File: config.mk
export PLATFORM = sky130hd
export DESIGN_NAME = dmr_top
export DESIGN_NICKNAME = d
export VERILOG_FILES = /design/src/common/dmr_pkg.sv /design/src/design/dmr_compare.sv /design/src/design/dmr_recovery.sv /design/src/design/dmr_regs.sv /design/src/design/dmr_top.sv /design/src/dmr_ctrl/dmr_ctrl.sv
export SDC_FILE = /design/constraint.sdc
export NUM_CORES = 1
export LEC_CHECK = 0
export BUFFER_PORTS_ARGS = -buffer_cell sky130_fd_sc_hd__buf_2
export CORE_MARGIN = 3
export CORE_UTILIZATION = 44
export CTS_BUF_LIST = sky130_fd_sc_hd__clkbuf_4
export DETAILED_ROUTE_END_ITERATION = 10
export GPL_ROUTABILITY_DRIVEN = 1
export PLACE_DENSITY = 0.78
export SYNTH_ARGS = -nofsm -noshare
export SYNTH_HDL_FRONTEND = slang
export SYNTH_SLANG_ARGS = --single-unit
File: constraint.sdc
create_clock -name clk_i -period 1.9 [get_ports clk_i]
set_input_delay 0.285 -clock clk_i [delete_from_list [all_inputs] [get_ports clk_i]]
set_output_delay 0.285 -clock clk_i [all_outputs]
set_load 0.05 [all_outputs]
File: src/common/dmr_pkg.sv
// DMR lockstep supervisor shared widths, register map, types and mode encoding
`default_nettype none

package dmr_pkg;

  // Register port
  localparam int unsigned RegAddrWidth = 4;
  localparam int unsigned RegDataWidth = 32;

  // Core observation and error statistics
  localparam int unsigned CoreDataWidth    = 32;
  localparam int unsigned MismatchCntWidth = 8;

  // Restore window length and the counter width needed to hold it
  localparam int unsigned RecoveryCycles   = 8;
  localparam int unsigned RecoveryCntWidth = $clog2(RecoveryCycles + 1);

  typedef logic [RegAddrWidth-1:0]     reg_addr_t;
  typedef logic [RegDataWidth-1:0]     reg_data_t;
  typedef logic [CoreDataWidth-1:0]    core_word_t;
  typedef logic [MismatchCntWidth-1:0] mismatch_cnt_t;
  typedef logic [RecoveryCntWidth-1:0] recovery_cnt_t;

  // Word addresses of the software registers
  localparam reg_addr_t RegAddrEnable = reg_addr_t'(0);
  localparam reg_addr_t RegAddrConfig = reg_addr_t'(1);
  localparam reg_addr_t RegAddrCount  = reg_addr_t'(2);

  // Bit positions inside the config register
  localparam int unsigned CfgRapidBit = 0;
  localparam int unsigned CfgForceBit = 1;

  // Counter saturates here
  localparam mismatch_cnt_t MismatchCntMax = '1;

  // Observable outputs of one core
  typedef struct packed {
    core_word_t pc;
    core_word_t wdata;
    logic       we;
  } core_out_t;

  // Register values as seen by the hardware
  typedef struct packed {
    logic dmr_enable;
    logic rapid_recovery;
    logic force_recovery;
  } dmr_cfg_t;

  typedef enum logic [1:0] {
    NON_DMR,
    DMR_RUN,
    DMR_RESTORE
  } dmr_mode_e;

endpackage

`default_nettype wire

File: src/design/dmr_compare.sv
// DMR compare stage that samples both core bundles and flags any difference
`timescale 1ns/1ps
`default_nettype none

module dmr_compare (
  input  wire logic               clk_i,
  input  wire logic               rst_ni,
  input  wire dmr_pkg::core_out_t core_a_i,
  input  wire dmr_pkg::core_out_t core_b_i,
  input  wire logic               dmr_active_i,
  output logic                    mismatch_o
);

  dmr_pkg::core_out_t core_a_q, core_b_q;
  logic               mismatch_q;
  logic               differ;

  // Sampled core outputs
  always_ff @(posedge clk_i) begin
    core_a_q <= core_a_i;
    core_b_q <= core_b_i;
  end

  // Pc, write data and write enable all take part in the compare
  assign differ = (core_a_q != core_b_q);

  // Only meaningful while the pair runs in lockstep
  always_ff @(posedge clk_i or negedge rst_ni) begin
    if (!rst_ni) begin
      mismatch_q <= 1'b0;
    end else begin
      mismatch_q <= dmr_active_i && differ;
    end
  end

  assign mismatch_o = mismatch_q;

endmodule

`default_nettype wire

File: src/design/dmr_recovery.sv
// DMR recovery stage that times the fixed-length restore window
`timescale 1ns/1ps
`default_nettype none

module dmr_recovery (
  input  wire logic clk_i,
  input  wire logic rst_ni,
  input  wire logic recovery_req_i,
  output logic      recovery_done_o,
  output logic      recovery_active_o
);

  dmr_pkg::recovery_cnt_t cnt_q, cnt_cur;
  logic                   req_q;
  logic                   start;

  assign start = recovery_req_i & ~req_q;

  // The first cycle of the request already counts as part of the window
  assign cnt_cur = start ? dmr_pkg::recovery_cnt_t'(dmr_pkg::RecoveryCycles) : cnt_q;

  assign recovery_active_o = recovery_req_i && (cnt_cur != '0);
  assign recovery_done_o   = recovery_req_i && (cnt_cur == dmr_pkg::recovery_cnt_t'(1));

  always_ff @(posedge clk_i or negedge rst_ni) begin
    if (!rst_ni) begin
      req_q <= 1'b0;
      cnt_q <= '0;
    end else begin
      req_q <= recovery_req_i;
      if (recovery_active_o) begin
        cnt_q <= dmr_pkg::recovery_cnt_t'(cnt_cur - 1'b1);
      end else begin
        // Dropped request aborts the window
        cnt_q <= '0;
      end
    end
  end

endmodule

`default_nettype wire

File: src/design/dmr_regs.sv
// DMR software registers for enable, config, force-recovery and mismatch count
`timescale 1ns/1ps
`default_nettype none

module dmr_regs (
  input  wire logic               clk_i,
  input  wire logic               rst_ni,
  input  wire logic               reg_we_i,
  input  wire dmr_pkg::reg_addr_t reg_addr_i,
  input  wire dmr_pkg::reg_data_t reg_wdata_i,
  output dmr_pkg::reg_data_t      reg_rdata_o,
  output dmr_pkg::dmr_cfg_t       cfg_o,
  input  wire logic               force_clear_i,
  input  wire logic               incr_mismatch_i
);

  dmr_pkg::dmr_cfg_t      cfg_q;
  dmr_pkg::mismatch_cnt_t cnt_q;

  logic wr_enable, wr_config, wr_count;

  assign wr_enable = reg_we_i && (reg_addr_i == dmr_pkg::RegAddrEnable);
  assign wr_config = reg_we_i && (reg_addr_i == dmr_pkg::RegAddrConfig);
  assign wr_count  = reg_we_i && (reg_addr_i == dmr_pkg::RegAddrCount);

  always_ff @(posedge clk_i or negedge rst_ni) begin
    if (!rst_ni) begin
      cfg_q <= '0;
      cnt_q <= '0;
    end else begin
      if (wr_enable) begin
        cfg_q.dmr_enable <= reg_wdata_i[0];
      end
      if (wr_config) begin
        cfg_q.rapid_recovery <= reg_wdata_i[dmr_pkg::CfgRapidBit];
        cfg_q.force_recovery <= reg_wdata_i[dmr_pkg::CfgForceBit];
      end
      // Hardware clear takes priority over a software write
      if (force_clear_i) begin
        cfg_q.force_recovery <= 1'b0;
      end
      if (wr_count) begin
        cnt_q <= '0;
      end else if (incr_mismatch_i && (cnt_q != dmr_pkg::MismatchCntMax)) begin
        cnt_q <= dmr_pkg::mismatch_cnt_t'(cnt_q + 1'b1);
      end
    end
  end

  // Combinational read-back
  always_comb begin
    reg_rdata_o = '0;
    case (reg_addr_i)
      dmr_pkg::RegAddrEnable: reg_rdata_o[0] = cfg_q.dmr_enable;
      dmr_pkg::RegAddrConfig: begin
        reg_rdata_o[dmr_pkg::CfgRapidBit] = cfg_q.rapid_recovery;
        reg_rdata_o[dmr_pkg::CfgForceBit] = cfg_q.force_recovery;
      end
      dmr_pkg::RegAddrCount:  reg_rdata_o = dmr_pkg::reg_data_t'(cnt_q);
      default:                reg_rdata_o = '0;
    endcase
  end

  assign cfg_o = cfg_q;

endmodule

`default_nettype wire

File: src/design/dmr_top.sv
// DMR lockstep supervisor top chaining compare, control, recovery and registers
`timescale 1ns/1ps
`default_nettype none

module dmr_top (
  input  wire logic               clk_i,
  input  wire logic               rst_ni,
  input  wire logic               reg_we_i,
  input  wire dmr_pkg::reg_addr_t reg_addr_i,
  input  wire dmr_pkg::reg_data_t reg_wdata_i,
  output dmr_pkg::reg_data_t      reg_rdata_o,
  input  wire dmr_pkg::core_out_t core_a_i,
  input  wire dmr_pkg::core_out_t core_b_i,
  input  wire logic               fetch_en_i,
  input  wire logic               cores_synch_i,
  output logic [1:0]              setback_o,
  output logic                    sw_synch_req_o,
  output logic                    sw_resynch_req_o,
  output logic                    grp_in_independent_o,
  output logic                    recovery_active_o
);

  dmr_pkg::dmr_cfg_t cfg;
  logic              force_clear;
  logic              mismatch;
  logic              incr_mismatch;
  logic              recovery_req;
  logic              recovery_done;
  logic              dmr_active;

  assign dmr_active = ~grp_in_independent_o;

  dmr_compare compare_i (
    .clk_i,
    .rst_ni,
    .core_a_i,
    .core_b_i,
    .dmr_active_i (dmr_active),
    .mismatch_o   (mismatch)
  );

  dmr_ctrl ctrl_i (
    .clk_i,
    .rst_ni,
    .cfg_i           (cfg),
    .force_clear_o   (force_clear),
    .mismatch_i      (mismatch),
    .fetch_en_i,
    .cores_synch_i,
    .setback_o,
    .sw_synch_req_o,
    .sw_resynch_req_o,
    .grp_in_independent_o,
    .incr_mismatch_o (incr_mismatch),
    .recovery_req_o  (recovery_req),
    .recovery_done_i (recovery_done)
  );

  dmr_recovery recovery_i (
    .clk_i,
    .rst_ni,
    .recovery_req_i  (recovery_req),
    .recovery_done_o (recovery_done),
    .recovery_active_o
  );

  dmr_regs regs_i (
    .clk_i,
    .rst_ni,
    .reg_we_i,
    .reg_addr_i,
    .reg_wdata_i,
    .reg_rdata_o,
    .cfg_o           (cfg),
    .force_clear_i   (force_clear),
    .incr_mismatch_i (incr_mismatch)
  );

endmodule

`default_nettype wire

File: src/dmr_ctrl/dmr_ctrl.sv
// DMR control stage running the redundancy-mode FSM and the synch requests
`timescale 1ns/1ps
`default_nettype none

module dmr_ctrl (
  input  wire logic              clk_i,
  input  wire logic              rst_ni,
  input  wire dmr_pkg::dmr_cfg_t cfg_i,
  output logic                   force_clear_o,
  input  wire logic              mismatch_i,
  input  wire logic              fetch_en_i,
  input  wire logic              cores_synch_i,
  output logic [1:0]             setback_o,
  output logic                   sw_synch_req_o,
  output logic                   sw_resynch_req_o,
  output logic                   grp_in_independent_o,
  output logic                   incr_mismatch_o,
  output logic                   recovery_req_o,
  input  wire logic              recovery_done_i
);

  dmr_pkg::dmr_mode_e mode_d, mode_q;

  logic synch_req, synch_req_q;
  logic resynch_req, resynch_req_q;
  logic cores_synch_q;

  assign grp_in_independent_o = (mode_q == dmr_pkg::NON_DMR);
  assign recovery_req_o       = (mode_q == dmr_pkg::DMR_RESTORE);

  // Requests are sent once per rising edge of the condition
  assign sw_synch_req_o   = synch_req & ~synch_req_q;
  assign sw_resynch_req_o = resynch_req & ~resynch_req_q;

  always_comb begin
    mode_d          = mode_q;
    setback_o       = 2'b00;
    force_clear_o   = 1'b0;
    incr_mismatch_o = 1'b0;
    synch_req       = 1'b0;
    resynch_req     = 1'b0;

    case (mode_q)
      dmr_pkg::DMR_RUN: begin
        if (cfg_i.force_recovery && cfg_i.rapid_recovery) begin
          force_clear_o = 1'b1;
          mode_d        = dmr_pkg::DMR_RESTORE;
        end
        if (mismatch_i) begin
          incr_mismatch_o = 1'b1;
          if (cfg_i.rapid_recovery) begin
            mode_d = dmr_pkg::DMR_RESTORE;
          end else begin
            resynch_req = 1'b1;
          end
        end
      end
      dmr_pkg::DMR_RESTORE: begin
        if (recovery_done_i) begin
          mode_d = dmr_pkg::DMR_RUN;
        end
      end
      default: begin
        // Independent mode waits until both cores report they are aligned
        if (cfg_i.dmr_enable) begin
          synch_req = 1'b1;
          if (cores_synch_q) begin
            if (cfg_i.rapid_recovery) begin
              mode_d = dmr_pkg::DMR_RESTORE;
            end else begin
              mode_d    = dmr_pkg::DMR_RUN;
              setback_o = 2'b11;
            end
          end
        end
      end
    endcase

    // Before the cores fetch, the enable alone picks the mode
    if (!fetch_en_i) begin
      if (cfg_i.dmr_enable) begin
        synch_req = 1'b0;
        mode_d    = dmr_pkg::DMR_RUN;
      end else begin
        mode_d = dmr_pkg::NON_DMR;
      end
    end

    // Leaving lockstep is allowed at any time
    if ((mode_q == dmr_pkg::DMR_RUN) && !cfg_i.dmr_enable) begin
      mode_d    = dmr_pkg::NON_DMR;
      setback_o = 2'b10;
    end
  end

  always_ff @(posedge clk_i or negedge rst_ni) begin
    if (!rst_ni) begin
      mode_q        <= dmr_pkg::NON_DMR;
      synch_req_q   <= 1'b0;
      resynch_req_q <= 1'b0;
      cores_synch_q <= 1'b0;
    end else begin
      mode_q        <= mode_d;
      synch_req_q   <= synch_req;
      resynch_req_q <= resynch_req;
      cores_synch_q <= cores_synch_i;
    end
  end

endmodule

`default_nettype wire

# Word-level counts from Yosys, hierarchy flattened
# Cells that the tools add are included.
[op_classes]
add_sub_neg = 2
eq_ne = 10
mux = 36
bitwise_logic = 7
reduce_logical = 17
[op_table]
columns = ["op", "n"]
rows = [
  ["!= test 65 bit", 1],
  ["two-way mux 2 bit", 14],
  ["two-way mux 8 bit", 2],
  ["two-way mux 1 bit", 14],
  ["!= test 5 x 1 -> 1 bit (second input constant)", 2],
  ["logical AND 1 bit", 9],
  ["adder 8 x 1 -> 8 bit (second input constant)", 1],
  ["== test 4 x 1 -> 1 bit (second input constant)", 2],
  ["two-way mux 4 bit", 2],
  ["!= test 8 bit (second input constant)", 1],
  ["two-way mux 6 bit", 1],
  ["== test 4 x 2 -> 1 bit (second input constant)", 1],
  ["zero test 4 bit", 1],
  ["!= test 4 bit (second input constant)", 1],
  ["inverter 1 bit", 4],
  ["one-hot mux 2 bit (2 select lines)", 1],
  ["nonzero test 2 bit", 2],
  ["nonzero test 4 bit", 1],
  ["subtractor 4 x 1 -> 4 bit (second input constant)", 1],
  ["bitwise AND 1 bit", 3],
  ["one-hot mux 1 bit (3 select lines)", 1],
  ["AND reduction 3 bit", 1],
  ["== test 2 x 1 -> 1 bit (second input constant)", 1],
  ["== test 2 bit (second input constant)", 1],
  ["4 further kinds", 4],
]
[word_totals]
register_bits = 152
inputBits = 171
out_inout_bits = 38
word_cells = 89

# Logic depth before layout (Yosys ltp)
[logic_depth]
ltp_word = 9
ltp_mapped = 10
depth_no_buf = 10

# Hierarchy
# From an unflattened synthesis, not the netlist that was laid out.
[hier_totals]
cells_unflattened = 372
hier_area_um2 = 4783.3
[by_module_without_submodules]
columns = ["module", "n_inst", "cells_per_inst", "area_each_um2", "seq_area_each_um2"]
rows = [
  ["dmr_compare", 1, 219, 3338.2, 2627.5],
  ["dmr_regs", 1, 87, 847.1, 275.3],
  ["dmr_ctrl", 1, 43, 374.1, 125.1],
  ["dmr_recovery", 1, 22, 220.2, 125.1],
  ["dmr_top", 1, 1, 3.8, 0.0],
]

# Least setup slack after synthesis
# No wires, ideal clock.
[synth_timing]
path_kind = "flip-flop to output port"
startpoint = "register ctrl_i.mode_q[0]"
endpoint = "output setback_o[1]"
arrival_time_ns = 2.909
t_required_ns = 1.615
path_slack_ns = -1.294
stages_incl_launch_ff = 5
path_buffers = 0
cell_sequence = "dfrtp_1 > inv_1 > ha_1 > nor4bb_1 > nand2b_1"
[synth_between]
elab_chain_len = 4
word_cells_on_any_way = 6
classes_between = "2 x eq/ne; 2 x mux; 2 x reduce/logical"
[synth_lines]
columns = ["item", "line_no", "text"]
rows = [
  ["from (decl)", "dmr_ctrl.sv:22", "dmr_pkg::dmr_mode_e mode_d, mode_q;"],
  ["from (signal assigned)", "dmr_ctrl.sv:98", "mode_q <= dmr_pkg::NON_DMR;"],
  ["from (signal assigned)", "dmr_ctrl.sv:103", "mode_q <= mode_d;"],
  ["== test 2 x 1 -> 1 bit or == test 2 bit (tied branches)", "dmr_ctrl.sv:43, dmr_ctrl.sv:90", ""],
  ["OR reduction 2 bit (no source line)", "--", ""],
  ["two-way mux 2 bit", "dmr_ctrl.sv:43", "case (mode_q)"],
  ["two-way mux 2 bit *", "dmr_ctrl.sv:90", "if ((mode_q == dmr_pkg::DMR_RUN) && !cfg_i.dmr_enable) begin"],
  ["to (decl)", "dmr_top.sv:16", "output logic [1:0] setback_o,"],
]
# Every way passes the cells marked *; elsewhere a longest branch is shown, timed or not.

# Worst setup path after layout
# Ends and elaborated chain as after synthesis.

==> summary.txt <==
Outcome
  – Status: complete, but fails checks
  – Failing checks: negative setup slack

Floorplanning
  – Die W: 110 um
  – Initial Utilization: 45.5%
  – Die ar.: 12,000 um2
  – Num rows: 37
  – Core area: 10,400 um2
  – Die Ht: 110 um
  – Io pins: 209

Synth
  – Area leader, netlist: dfxtp_1
  – Largest family of logic cells by synthesized area: XOR/XNOR gates
  – Netlist cell types: 38
  – Synth warnings: 0
  – Mapped Avg Cell Area: 12.8 um2
  – Yosys reg bits: 152
  – Mapped cell area: 4720 um2
  – Area share of the largest cell type after synthesis: 55.1%
  – Adder-Cell Fraction of Synth Area: 1.85%
  – Synth Instances: 368
  – XOR/XNOR Fraction of Synth Area: 13.2%
  – Number of synthesized flops with an enable pin: 0
  – Synth Flop Type: dfxtp_1
  – Mux cell area share after synthesis: 1.14%
  – Sequential area share after synthesis: 66.8%
  – Synth Area in Simple Gates: 9.22%
  – Compound-gate portion of the synthesized area: 3.05%
  – FFs w/ async S/R, synth: 14.5%
  – Synth top area cells: dfxtp_1 (55%), dfrtp_1 (12%), xor2_1 (7.2%), xnor2_1 (5.9%), buf_4 (3.8%)

STA
  – Post-route clock period utilization: 119%
  – Setup_tns: -1800 ps
  – Crit path time final: 2260 ps
  – Final worst setup slack: -355 ps
  – Final setup viols: 8
  – Clock skew: 17.0 ps
  – Hold Vio Cnt, Final: 0
  – RSZ-0062 raised after global routing: true
  – Final Max Slew Viols: 0
  – Fmax: 0.443 GHz
  – Hold slack: 173 ps

CTS
  – Clock sink count: 152
  – Skew-Pair Late Insertion Delay: 560 ps
  – CTS H-tree depth: 4
  – Clock slew at reported path FFs: 120 ps
  – Clock buffer depth: 2
  – Cts bufs inserted: 17
  – CTS tree: yes
  – Root Driver: clkbuf_4

Pwr
  – Worst VDD drop: 0.690 mV
  – Power per cell area: 1030 nW/um2
  – LEAKAGE: 3.40 nW

Setup path
  – Critical Path Fanout Max: 3
  – CP startpoint kind: flip-flop
  – Crit path DAT: 1970 ps
  – Setup Crit Path Kind: flip-flop to output port
  – Critical Path End Type: output port
  – Critical path data required time: 1620 ps

GRT
  – Pin count of the biggest net entering global routing: 23
  – Vias in the first global route: 4,392
  – GRT busiest layer: met2
  – First-pass GRT wire length: 22,100 um
  – Met3 GRT Util: 10.1%
  – Met1 usage: 24.3%
  – Grt ovf: 0
  – Met2 usage: 47.1%
  – Initial antenna violation count: 0
  – GRT Total Usage: 25.6%

Finish
  – # diodes: 0
  – Layout cells sized above 1: 33.9%
  – Fin area: 7540 um2
  – Layout area overhead: 59.8%
  – Most frequent cells in the layout: buf_2 (147), dlygate4sd3_1 (135), dfxtp_1 (130)
  – Most common cell after layout, fill and taps aside: buf_2
  – Layout net count: 868

Placement
  – Port Buf Inserts: 154
  – Final GP Congestion: 0.881
  – Final HPWL DP: 6980 um
  – Placed Area: 5670 um2

Detailed routing
  – Vias per inst: 4.61
  – DR iter-0 viols: 168
  – Wirelength per Cell: 17.3 um
  – Remaining antenna violation count: 0
  – Vias: 3,866
  – DR pass1 iterations: 4
  – Routed wire length: 14,500 um
  – DRC: 0

Job
  – Total of max-cap violations: 0

Worst hold path
  – Worst Hold Class: input port to flip-flop
-- worst max-delay path, stage by stage (launching register included) --
cell	delay, ps
dfrtp_1	400
inv_2	80
buf_4	140
ha_4	210
nor4bb_4	290
nand2b_4	170
buf_8	140
-- worst paths after layout --
check	start	to	slack, ps	cells after the start
max reg2reg	ctrl_i.mode_q[1]	ctrl_i.mode_q[0]	-90	12
max in group asynchronous	rst_ni	regs_i.cfg_o[1]	1300	2
min reg2reg	regs_i.cfg_o[0]	regs_i.cfg_o[0]	540	1
max	ctrl_i.mode_q[0]	setback_o[1]	-360	6
min	reg_we_i	regs_i.cfg_o[1]	170	3
min in group asynchronous	rst_ni	ctrl_i.synch_req_q	220	2
-- layer usage --
layer	vias to the layer above	wire, um	share of wire, %
met5	-	0	0
met4	0	603	4.2
met3	41	1110	7.6
met2	211	7980	55
met1	1800	4830	33
li1	1814	-	-
-- Yosys cell counts, types with 4 or more instances --
library cell,number
dfxtp_1,130
xor2_1,39
xnor2_1,32
buf_4,24
dfrtp_1,22
nor2_1,14
nand2_1,10
nor4_1,10
and2_1,8
nand4_1,8
ha_1,7
inv_1,7
a21oi_1,6
o21ai_0,6
nand3_1,5
nor3_1,5
and3_1,4
-- logic make-up after synthesis --
group           count (synthesis)
mux                             5
simple gates                   77
compound gates                 22
fa+ha+maj                       7
flops                         152
xor+xnor                       71
other cells                     1
buf+inv                        33
-- timing repair --
action | 4_1_cts | 5_1_grt
pin swaps | 4 | 10
gates resized for setup | 26 | 18
endpoints found under the hold margin | 158 | 0
buffers inserted | 6 | 3
hold buffers | 135 | 0
endpoints found under the setup margin | 7 | 14
-- registers in the layout, indices dropped and copies added, names as in the netlist --
register              flops
compare_i.core_a_q       65
compare_i.core_b_q       65
compare_i.mismatch_o      1
ctrl_i.cores_synch_q      1
ctrl_i.mode_q             2
ctrl_i.resynch_req_q      1
ctrl_i.synch_req_q        1
recovery_i.cnt_q          4
recovery_i.req_q          1
regs_i.cfg_o              3
regs_i.cnt_q              8
-- power breakdown --
part           total (mW)  switching (mW)  internal, mW
Combinational        1.93           0.986         0.948
Clock                2.11            1.20         0.913
Sequential           3.72           0.231          3.49
-- through the flow --
| step | utilization, % | power [mW] | setup slack (ps) | instances |
|---|---|---|---|---|
| 2_1_floorplan | - | 4.75 | -176 | 391 |
| 3_3_place_gp | 54.7 | 5.07 | 10.7 | 663 |
| 3_5_place_dp | 54.7 | 5.15 | -37.4 | 663 |
| 4_1_cts | 71.9 | 7.53 | -434 | 835 |
| 5_1_grt | 72.8 | 8.13 | -479 | 838 |
| 6_report | 72.8 | 7.77 | -355 | 838 |
-- final cells by class --
| class | count | area, um2 |
|---|---|---|
| clock buffer | 17 | 128 |
| clock inverter | 14 | 173 |
| fill | 629 | 2830 |
| inverter | 7 | 32.5 |
| multi-input combinational | 206 | 1580 |
| sequential | 152 | 3160 |
| tap | 136 | 170 |
| timing repair buffer | 306 | 2300 |
(Power assumes the default switching activity.)
